`src/blur_pkg.sv`:
```
`default_nettype none

package blur_pkg;

    // Pixel width for every stream and window type
    localparam int PIX_W = 12;

    // Cycles from window strobe to output beat in the convolution pipeline
    localparam int KERNEL_LAT = 4;

    // One unsigned pixel
    typedef logic [PIX_W-1:0] pixel_t;

    // Filter operation
    // Unused code 3 behaves as pass-through
    typedef enum logic [1:0] {
        MODE_PASS = 2'd0,
        MODE_3X3  = 2'd1,
        MODE_5X5  = 2'd2
    } mode_e;

    // One stream beat
    // Valid is a separate strobe beside it
    typedef struct packed {
        pixel_t data;
        logic   sop;
        logic   eop;
    } beat_t;

    // Five vertically adjacent pixels
    // Element 0 sits two rows above the centre, element 4 is the newest row
    typedef pixel_t [4:0] column_t;

    // Five columns of the window, element 0 on the left
    typedef column_t [4:0] window_t;

    // In-frame flags per window row and column
    typedef struct packed {
        logic [4:0] row_ok;
        logic [4:0] col_ok;
    } mask_t;

endpackage

`default_nettype wire
```
`src/blur_filter.sv`:
```
`timescale 1ns/100ps
`default_nettype none

module blur_filter
    import blur_pkg::*;
#(
    parameter int IMG_WIDTH  = 16,
    parameter int IMG_HEIGHT = 12
) (
    input  logic  clk,
    input  logic  rst_n,
    input  logic  in_valid,
    input  beat_t in_beat,
    output logic  in_ready,
    input  mode_e mode,
    output logic  out_valid,
    output beat_t out_beat
);

    // Advance for the line buffer, and its one-cycle delayed copy for window_regs
    logic    advance;
    logic    shift;
    logic    flush;
    pixel_t  pixel;
    mask_t   win_mask;
    logic    emit;
    logic    emit_sop;
    logic    emit_eop;
    mode_e   cur_mode;
    column_t column;
    window_t window;
    logic    win_valid;

    // Accepted beats and flush beats share one stream
    assign advance = (in_valid & in_ready) | flush;
    // Flush beats carry zero
    assign pixel   = flush ? '0 : in_beat.data;

    window_ctrl #(
        .IMG_WIDTH  (IMG_WIDTH),
        .IMG_HEIGHT (IMG_HEIGHT)
    ) window_ctrl_inst (
        .clk      (clk),
        .rst_n    (rst_n),
        .in_valid (in_valid),
        .in_beat  (in_beat),
        .mode     (mode),
        .in_ready (in_ready),
        .advance  (shift),
        .flush    (flush),
        .win_mask (win_mask),
        .emit     (emit),
        .emit_sop (emit_sop),
        .emit_eop (emit_eop),
        .cur_mode (cur_mode)
    );

    line_buffer #(
        .IMG_WIDTH (IMG_WIDTH)
    ) line_buffer_inst (
        .clk     (clk),
        .rst_n   (rst_n),
        .advance (advance),
        .pixel   (pixel),
        .column  (column)
    );

    window_regs window_regs_inst (
        .clk       (clk),
        .rst_n     (rst_n),
        .shift     (shift),
        .column    (column),
        .win_mask  (win_mask),
        .emit      (emit),
        .window    (window),
        .win_valid (win_valid)
    );

    conv_pipe conv_pipe_inst (
        .clk       (clk),
        .rst_n     (rst_n),
        .win_valid (win_valid),
        .window    (window),
        .cur_mode  (cur_mode),
        .emit_sop  (emit_sop),
        .emit_eop  (emit_eop),
        .out_valid (out_valid),
        .out_beat  (out_beat)
    );

endmodule

`default_nettype wire

```
`src/conv_pipe.sv`:
```
`timescale 1ns/100ps
`default_nettype none

module conv_pipe
    import blur_pkg::*;
(
    input  logic    clk,
    input  logic    rst_n,
    input  logic    win_valid,
    input  window_t window,
    input  mode_e   cur_mode,
    input  logic    emit_sop,
    input  logic    emit_eop,
    output logic    out_valid,
    output beat_t   out_beat
);

    // Product and sum widths sized for full-scale pixels
    localparam int PROD_W = PIX_W + 3;
    localparam int ROW5_W = PIX_W + 5;
    localparam int ROW3_W = PIX_W + 4;
    localparam int TOT5_W = PIX_W + 6;
    localparam int TOT3_W = PIX_W + 5;

    // 5x5 weights by row then column, sum 64
    // Inner 3x3 gives 3 4 3 / 4 4 4 / 3 4 3, sum 32
    localparam logic [2:0] WEIGHT [5][5] = '{
        '{3'd1, 3'd2, 3'd3, 3'd2, 3'd1},
        '{3'd2, 3'd3, 3'd4, 3'd3, 3'd2},
        '{3'd3, 3'd4, 3'd4, 3'd4, 3'd3},
        '{3'd2, 3'd3, 3'd4, 3'd3, 3'd2},
        '{3'd1, 3'd2, 3'd3, 3'd2, 3'd1}
    };

    // Flags riding beside the data
    typedef struct packed {
        logic  valid;
        logic  sop;
        logic  eop;
        mode_e mode;
    } tag_t;

    tag_t tag_in;
    tag_t tag_q [KERNEL_LAT];

    logic [PROD_W-1:0] prod_q [5][5];
    logic [ROW5_W-1:0] row5_d [5];
    logic [ROW5_W-1:0] row5_q [5];
    logic [ROW3_W-1:0] row3_d [3];
    logic [ROW3_W-1:0] row3_q [3];
    logic [TOT5_W-1:0] tot5_d;
    logic [TOT5_W-1:0] tot5_q;
    logic [TOT3_W-1:0] tot3_d;
    logic [TOT3_W-1:0] tot3_q;
    pixel_t            centre_q [3];
    pixel_t            data_q;

    assign tag_in = '{valid: win_valid, sop: emit_sop, eop: emit_eop, mode: cur_mode};

    always_ff @(posedge clk or negedge rst_n) begin
        if (!rst_n) begin
            for (int k = 0; k < KERNEL_LAT; k++) begin
                tag_q[k] <= '0;
            end
        end else begin
            tag_q[0] <= tag_in;
            for (int k = 1; k < KERNEL_LAT; k++) begin
                tag_q[k] <= tag_q[k-1];
            end
        end
    end

    // Row sums, full 5x5 and inner 3x3 (rows 1 to 3, columns 1 to 3)
    always_comb begin
        for (int i = 0; i < 5; i++) begin
            row5_d[i] = '0;
            for (int j = 0; j < 5; j++) begin
                row5_d[i] = row5_d[i] + ROW5_W'(prod_q[i][j]);
            end
        end
        for (int i = 0; i < 3; i++) begin
            row3_d[i] = '0;
            for (int j = 1; j < 4; j++) begin
                row3_d[i] = row3_d[i] + ROW3_W'(prod_q[i+1][j]);
            end
        end
    end

    // Window totals
    always_comb begin
        tot5_d = '0;
        for (int i = 0; i < 5; i++) begin
            tot5_d = tot5_d + TOT5_W'(row5_q[i]);
        end
        tot3_d = '0;
        for (int i = 0; i < 3; i++) begin
            tot3_d = tot3_d + TOT3_W'(row3_q[i]);
        end
    end

    always_ff @(posedge clk) begin
        // Stage 1, weighted products, window indexed by column then row
        for (int i = 0; i < 5; i++) begin
            for (int j = 0; j < 5; j++) begin
                prod_q[i][j] <= PROD_W'(window[j][i]) * PROD_W'(WEIGHT[i][j]);
            end
        end
        centre_q[0] <= window[2][2];
        // Stage 2
        row5_q      <= row5_d;
        row3_q      <= row3_d;
        centre_q[1] <= centre_q[0];
        // Stage 3
        tot5_q      <= tot5_d;
        tot3_q      <= tot3_d;
        centre_q[2] <= centre_q[1];
        // Stage 4, normalize by the weight sum and pick by mode
        case (tag_q[2].mode)
            MODE_5X5: data_q <= tot5_q[TOT5_W-1:6];
            MODE_3X3: data_q <= tot3_q[TOT3_W-1:5];
            default:  data_q <= centre_q[2];
        endcase
    end

    assign out_valid = tag_q[KERNEL_LAT-1].valid;
    assign out_beat  = '{data: data_q,
                         sop:  tag_q[KERNEL_LAT-1].sop,
                         eop:  tag_q[KERNEL_LAT-1].eop};

endmodule

`default_nettype wire

```
`src/window_regs.sv`:
```
`timescale 1ns/100ps
`default_nettype none

module window_regs
    import blur_pkg::*;
(
    input  logic    clk,
    input  logic    rst_n,
    input  logic    shift,
    input  column_t column,
    input  mask_t   win_mask,
    input  logic    emit,
    output window_t window,
    output logic    win_valid
);

    // Last five columns, oldest in element 0
    window_t cols;
    window_t cols_next;
    window_t masked;

    // Drop the leftmost column and append the new one on the right
    assign cols_next = {column, cols[4:1]};

    // Zero every pixel whose row or column lies outside the frame
    always_comb begin
        for (int j = 0; j < 5; j++) begin
            for (int i = 0; i < 5; i++) begin
                if (win_mask.col_ok[j] && win_mask.row_ok[i]) begin
                    masked[j][i] = cols_next[j][i];
                end else begin
                    masked[j][i] = '0;
                end
            end
        end
    end

    always_ff @(posedge clk) begin
        if (shift) begin
            cols <= cols_next;
        end
    end

    // Snapshot for the convolution on each emission
    always_ff @(posedge clk) begin
        if (emit) begin
            window <= masked;
        end
    end

    always_ff @(posedge clk or negedge rst_n) begin
        if (!rst_n) begin
            win_valid <= 1'b0;
        end else begin
            win_valid <= emit;
        end
    end

endmodule

`default_nettype wire

```
`src/window_ctrl.sv`:
```
`timescale 1ns/100ps
`default_nettype none

module window_ctrl
    import blur_pkg::*;
#(
    parameter int IMG_WIDTH  = 16,
    parameter int IMG_HEIGHT = 12
) (
    input  logic  clk,
    input  logic  rst_n,
    input  logic  in_valid,
    input  beat_t in_beat,
    input  mode_e mode,
    output logic  in_ready,
    output logic  advance,
    output logic  flush,
    output mask_t win_mask,
    output logic  emit,
    output logic  emit_sop,
    output logic  emit_eop,
    output mode_e cur_mode
);

    localparam int COL_W     = (IMG_WIDTH > 1) ? $clog2(IMG_WIDTH) : 1;
    localparam int ROW_W     = $clog2(IMG_HEIGHT + 3);
    localparam int FLUSH_LEN = 2 * IMG_WIDTH + 2;
    localparam int FL_W      = $clog2(FLUSH_LEN);

    // Position of the current advance beat, rows run past the frame during flush
    logic [COL_W-1:0] in_col;
    logic [ROW_W-1:0] in_row;
    logic             flushing;
    logic [FL_W-1:0]  flush_cnt;
    mode_e            mode_lat;

    logic  accept;
    logic  adv;
    logic  flush_last;
    logic  started;
    int    ctr_col;
    int    ctr_row;
    mask_t mask_d;
    logic  sop_d;
    logic  eop_d;

    // First delay stage, aligned with the line buffer column
    logic  sop_a;
    logic  eop_a;
    mode_e mode_a;

    // Source is held off for the whole flush
    assign in_ready   = ~flushing;
    assign flush      = flushing;
    assign accept     = in_valid & in_ready;
    assign adv        = accept | flushing;
    assign flush_last = flushing && (flush_cnt == FL_W'(FLUSH_LEN - 1));

    // Centre is valid once 2*W+2 beats have gone in
    assign started = (in_row > ROW_W'(2)) ||
                     ((in_row == ROW_W'(2)) && (in_col >= COL_W'(2)));

    always_comb begin
        // Centre lags the advance position by two rows and two columns
        if (in_col >= COL_W'(2)) begin
            ctr_col = int'(in_col) - 2;
            ctr_row = int'(in_row) - 2;
        end else begin
            ctr_col = int'(in_col) + IMG_WIDTH - 2;
            ctr_row = int'(in_row) - 3;
        end
        // Window index k covers centre offset k-2
        for (int k = 0; k < 5; k++) begin
            mask_d.row_ok[k] = (ctr_row + k - 2 >= 0) && (ctr_row + k - 2 < IMG_HEIGHT);
            // Columns outside the row would wrap into a neighbouring row
            mask_d.col_ok[k] = (ctr_col + k - 2 >= 0) && (ctr_col + k - 2 < IMG_WIDTH);
        end
        sop_d = started && (ctr_row == 0) && (ctr_col == 0);
        eop_d = started && (ctr_row == IMG_HEIGHT - 1) && (ctr_col == IMG_WIDTH - 1);
    end

    // Frame counters, flush state and mode latch
    always_ff @(posedge clk or negedge rst_n) begin
        if (!rst_n) begin
            in_col    <= '0;
            in_row    <= '0;
            flushing  <= 1'b0;
            flush_cnt <= '0;
            mode_lat  <= MODE_PASS;
        end else begin
            if (accept && in_beat.sop) begin
                mode_lat <= mode;
            end
            if (accept && in_beat.eop) begin
                flushing <= 1'b1;
            end
            if (flush_last) begin
                // Last flush beat closes the frame
                flushing  <= 1'b0;
                flush_cnt <= '0;
                in_col    <= '0;
                in_row    <= '0;
            end else if (adv) begin
                if (flushing) begin
                    flush_cnt <= flush_cnt + 1'b1;
                end
                if (in_col == COL_W'(IMG_WIDTH - 1)) begin
                    in_col <= '0;
                    in_row <= in_row + 1'b1;
                end else begin
                    in_col <= in_col + 1'b1;
                end
            end
        end
    end

    // Strobes delayed to meet window_regs input, flags once more for its output
    always_ff @(posedge clk or negedge rst_n) begin
        if (!rst_n) begin
            advance  <= 1'b0;
            emit     <= 1'b0;
            sop_a    <= 1'b0;
            eop_a    <= 1'b0;
            mode_a   <= MODE_PASS;
            emit_sop <= 1'b0;
            emit_eop <= 1'b0;
            cur_mode <= MODE_PASS;
        end else begin
            advance  <= adv;
            emit     <= adv && started;
            sop_a    <= adv && sop_d;
            eop_a    <= adv && eop_d;
            mode_a   <= mode_lat;
            emit_sop <= sop_a;
            emit_eop <= eop_a;
            cur_mode <= mode_a;
        end
    end

    // Mask only matters alongside emit
    always_ff @(posedge clk) begin
        win_mask <= mask_d;
    end

endmodule

`default_nettype wire

```
`src/line_buffer.sv`:
```
`timescale 1ns/100ps
`default_nettype none

module line_buffer
    import blur_pkg::*;
#(
    parameter int IMG_WIDTH = 16
) (
    input  logic    clk,
    input  logic    rst_n,
    input  logic    advance,
    input  pixel_t  pixel,
    output column_t column
);

    localparam int PTR_W = (IMG_WIDTH > 1) ? $clog2(IMG_WIDTH) : 1;

    // Four row delays chained one after the other
    // Row 3 is one row above the incoming pixel, row 0 four rows above
    pixel_t row_mem [0:3][0:IMG_WIDTH-1];

    // Shared circular write pointer
    logic [PTR_W-1:0] wr_ptr;

    always_ff @(posedge clk or negedge rst_n) begin
        if (!rst_n) begin
            wr_ptr <= '0;
        end else if (advance) begin
            // Wrap after the last column slot
            if (wr_ptr == PTR_W'(IMG_WIDTH - 1)) begin
                wr_ptr <= '0;
            end else begin
                wr_ptr <= wr_ptr + 1'b1;
            end
        end
    end

    // Read the same slot in all rows, then push each value one row older
    always_ff @(posedge clk) begin
        if (advance) begin
            for (int r = 0; r < 3; r++) begin
                row_mem[r][wr_ptr] <= row_mem[r+1][wr_ptr];
            end
            row_mem[3][wr_ptr] <= pixel;
            // Newest pixel lands in element 4
            column <= {pixel,
                       row_mem[3][wr_ptr],
                       row_mem[2][wr_ptr],
                       row_mem[1][wr_ptr],
                       row_mem[0][wr_ptr]};
        end
    end

endmodule

`default_nettype wire

```
`config.mk`:
```
export PLATFORM = sky130hd
export DESIGN_NAME = blur_filter
export DESIGN_NICKNAME = d
export VERILOG_FILES = /design/src/blur_pkg.sv /design/src/blur_filter.sv /design/src/conv_pipe.sv /design/src/window_regs.sv /design/src/window_ctrl.sv /design/src/line_buffer.sv
export SDC_FILE = /design/constraint.sdc
export NUM_CORES = 2
export LEC_CHECK = 0
export BUFFER_PORTS_ARGS = -buffer_cell sky130_fd_sc_hd__buf_2
export CAP_MARGIN = 20
export CORE_AREA = 4 4 430 432
export CTS_BUF_LIST = sky130_fd_sc_hd__clkbuf_16
export CTS_CLUSTER_DIAMETER = 120
export DETAILED_ROUTE_END_ITERATION = 16
export DIE_AREA = 0 0 434 436
export PLACE_DENSITY = 0.61
export SLEW_MARGIN = 10
export SYNTH_ARGS = -nofsm -noshare
export SYNTH_HDL_FRONTEND = slang
export SYNTH_SLANG_ARGS = --single-unit
```
`constraint.sdc`:
```
create_clock -name clk -period 8.15 [get_ports clk]
set_clock_uncertainty 0.2 [all_clocks]
set_input_delay 1.2225 -clock clk [delete_from_list [all_inputs] [get_ports clk]]
set_output_delay 1.2225 -clock clk [all_outputs]
set_load 0.02 [all_outputs]
```
==> impl_metrics.ini <==
[clock_tree]
cts_buffer_depth = 3
cts_repair_resize_count = 0
cts_tree = yes
cts_buffers = 196
clock_sink_count = 1931
clk_latency_ns = 0.83
clk_pin_slew_ns = 0.06
clockRootBuffer = clkbuf_16
hold_buffers = 0
cts_max_level = 4
post_cts.repair.setup_buffers = 0

[route]
wl_per_cell_um = 22.3
wl_met3_um = 7540
drc = 0
wl_met2_um = 86400
wl_um = 175000
dr.pass1.iters = 5
vias = 41600
drtIter0Drc = 2721
highest_layer = met4
vias_per_cell = 5.31
detail_route.wirelength.met1_um = 77200
drtAntennaViolNets = 0

[die]
fp.dieW_um = 434
die_area_um2 = 189000
core_area_um2 = 181000
initial_core_util_pct = 44.9
placementRows = 156
die_h_um = 436
io-pin-count = 35

[min_path]
min_path_type = flop to flop

[synth]
ys.flop_type = edfxtp_1
synth.avg_cell_area_um2 = 15.7
async_reset_ff_share_pct = 2.59
ys_ff_latch = 1931
synth_top_area_share_pct = 50.7
synth.area.top_cells = edfxtp_1 51%, dfxtp_1 13%, mux4_2 6.7%
synth_top_area_cell = edfxtp_1
synth_area_um2 = 81000
yosysWarnings = 0
yosysSeqAreaShare_pct = 64.9
synth_fp_nets = 5817
synth_cell_type_count = 87
postSynthCellCount = 5156
synth-edff-count = 1368

[critical_path]
crit_required_ns = 8.64
start_kind = flop
end_kind = flop
crit_type = flop to flop
crit_fanout = 3
crit_arrival_ns = 5.61

[global_route]
grt_pass1_vias = 42900
grt_remaining_overflow = 0
antenna_found_initial = 7
grt_util_all_layers_pct = 18.7
grt_max_degree = 155
grt_pass1_wl_um = 267000

[timing]
fin_crit_ns = 5.12
worst_pin_slew_ns = 1.10
slew_violations = 0
rsz0062_at_grt = false
hold_viol = 0
fin_tns_setup_ns = 0
fin_crit_sh_pct = 62.9
maxSlewHeadroom_pct = 26.6
setup_violations = 0
max_freq_mhz = 195

[placement]
place_inst = 7462
gp_congestion = 0.846
dp_hpwl_um = 111000
io_buffers = 34

[layout]
layout.nets = 5954
stdcell_count = 7833
final_util_pct = 50.2
synthToLayoutAreaGrowth_pct = 11.9
drive_above_1_share_pct = 12.7

[status]
outcome = finished, final reports clean

[run]
maxCapViolations = 0
critical path, cell delays in order (launching register included):
cell      delay [ns]
dfxtp_1         0.31
ha_1            0.22
fa_1            0.41
a21o_1          0.21
a21oi_1         0.23
o21bai_1        0.13
a2111o_1        0.45
nand2_1         0.11
xnor2_1         0.08
fa_1            0.48
inv_1           0.05
fa_1            0.49
inv_1           0.04
ha_1            0.30
o21ai_0         0.11
a311oi_1        0.31
o21ai_0         0.19
a21oi_1         0.28
nor4_1          0.08
a311o_1         0.31
cells in the final DEF, fill, tap and decap left out, drive strengths merged, types with 15 or more instances in the layout:
cell | synthesis | layout
bufinv | 0 | 20
a21oi | 141 | 141
o21bai | 15 | 15
o21ai | 127 | 127
xor2 | 51 | 51
dfxtp | 513 | 513
nand3 | 45 | 45
mux4 | 240 | 240
o21a | 35 | 35
ha | 400 | 400
nand2b | 28 | 28
and3 | 321 | 321
inv | 481 | 530
clkbuf | 110 | 197
fa | 242 | 242
dfrtp | 50 | 50
nor3 | 58 | 58
clkinv | 1 | 92
nor2 | 184 | 184
a21o | 53 | 53
a31oi | 17 | 17
edfxtp | 1368 | 1368
and2 | 16 | 16
nand2 | 148 | 148
nor4 | 16 | 16
buf | 28 | 77
nor2b | 59 | 59
nand4 | 18 | 18
xnor2 | 172 | 172
cells in the mapped netlist (all sizes together), types with 35 or more instances:
| library cell | number |
|---|---|
| ha | 400 |
| a21o | 53 |
| nor2 | 184 |
| xnor2 | 172 |
| mux4 | 240 |
| nand2 | 148 |
| dfxtp | 513 |
| nand3 | 45 |
| o21a | 35 |
| fa | 242 |
| nor3 | 58 |
| xor2 | 51 |
| clkbuf | 110 |
| o21ai | 127 |
| inv | 481 |
| a21oi | 141 |
| edfxtp | 1368 |
| dfrtp | 50 |
| nor2b | 59 |
| and3 | 321 |
cells by family (layout without fill, tap and decap cells):
logic type | after synthesis | count (layout) | share of synthesized area, %
DFF | 1931 | 1931 | 64.9
and+or+nand+nor | 950 | 950 | 6.26
adders and majority gates | 642 | 642 | 12.2
buffers and inverters | 620 | 925 | 2.94
AOI/OAI and AO/OA | 542 | 542 | 4.50
muxes | 248 | 248 | 6.78
xor gates and xnor gates | 223 | 223 | 2.41
other | 0 | 2 | 0
flip-flops by register name, indices dropped and copies added, names as in the netlist, 36 cells and up:
signal / count
conv_pipe_inst.centre_q: 36
conv_pipe_inst.row5_q: 81
window_regs_inst.cols: 240
conv_pipe_inst.row3_q: 46
line_buffer_inst.column: 60
conv_pipe_inst.prod_q: 304
line_buffer_inst.row_mem: 768
window_regs_inst.window: 300
per-layer routing:
layer  vias up  GRT usage (%)
li1      19200              -
met1     21300           25.9
met2       864           31.3
met3       243           2.65
met4         0           4.63
met5         -              0
layout make-up:
type / count / area, um^2
Inverter: 482 / 1820
Tap cell: 2370 / 2970
Clock inverter: 169 / 1570
Antenna cell: 2 / 5.00
Multi-Input combinational cell: 2605 / 26100
Sequential cell: 1931 / 52600
Timing Repair Buffer: 77 / 556
Clock buffer: 197 / 4930
Fill cell: 14900 / 89900
stage by stage:
step           area, um^2  setup slack (ns)  hold slack [ns]
6_report            90600              3.03            0.116
5_1_grt             90600              2.67            0.123
3_5_place_dp        84100              3.06            0.112
4_1_cts             90600              3.04            0.111
3_3_place_gp        84100              3.04            0.111
2_1_floorplan       81000             0.443            0.110
final timing paths:
path | start | endpoint | slack (ns) | depth (start not counted)
worst max-delay path | conv_pipe_inst.prod_q[1][43] | conv_pipe_inst.row5_q[66] | 3.03 | 19
worst min-delay path | window_regs_inst.window[281] | conv_pipe_inst.prod_q[3][6] | 0.12 | 0
worst max register to register | conv_pipe_inst.prod_q[1][43] | conv_pipe_inst.row5_q[66] | 3.03 | 19
worst min register to register | window_regs_inst.window[281] | conv_pipe_inst.prod_q[3][6] | 0.12 | 0
max in group asynchronous | rst_n | line_buffer_inst.wr_ptr[2] | 6.88 | 2
min in group asynchronous | rst_n | conv_pipe_inst.out_beat[1] | 0.33 | 2
Power is not shown: default switching activity piles up to over one toggle a cycle in this logic, so the estimate is an artifact.
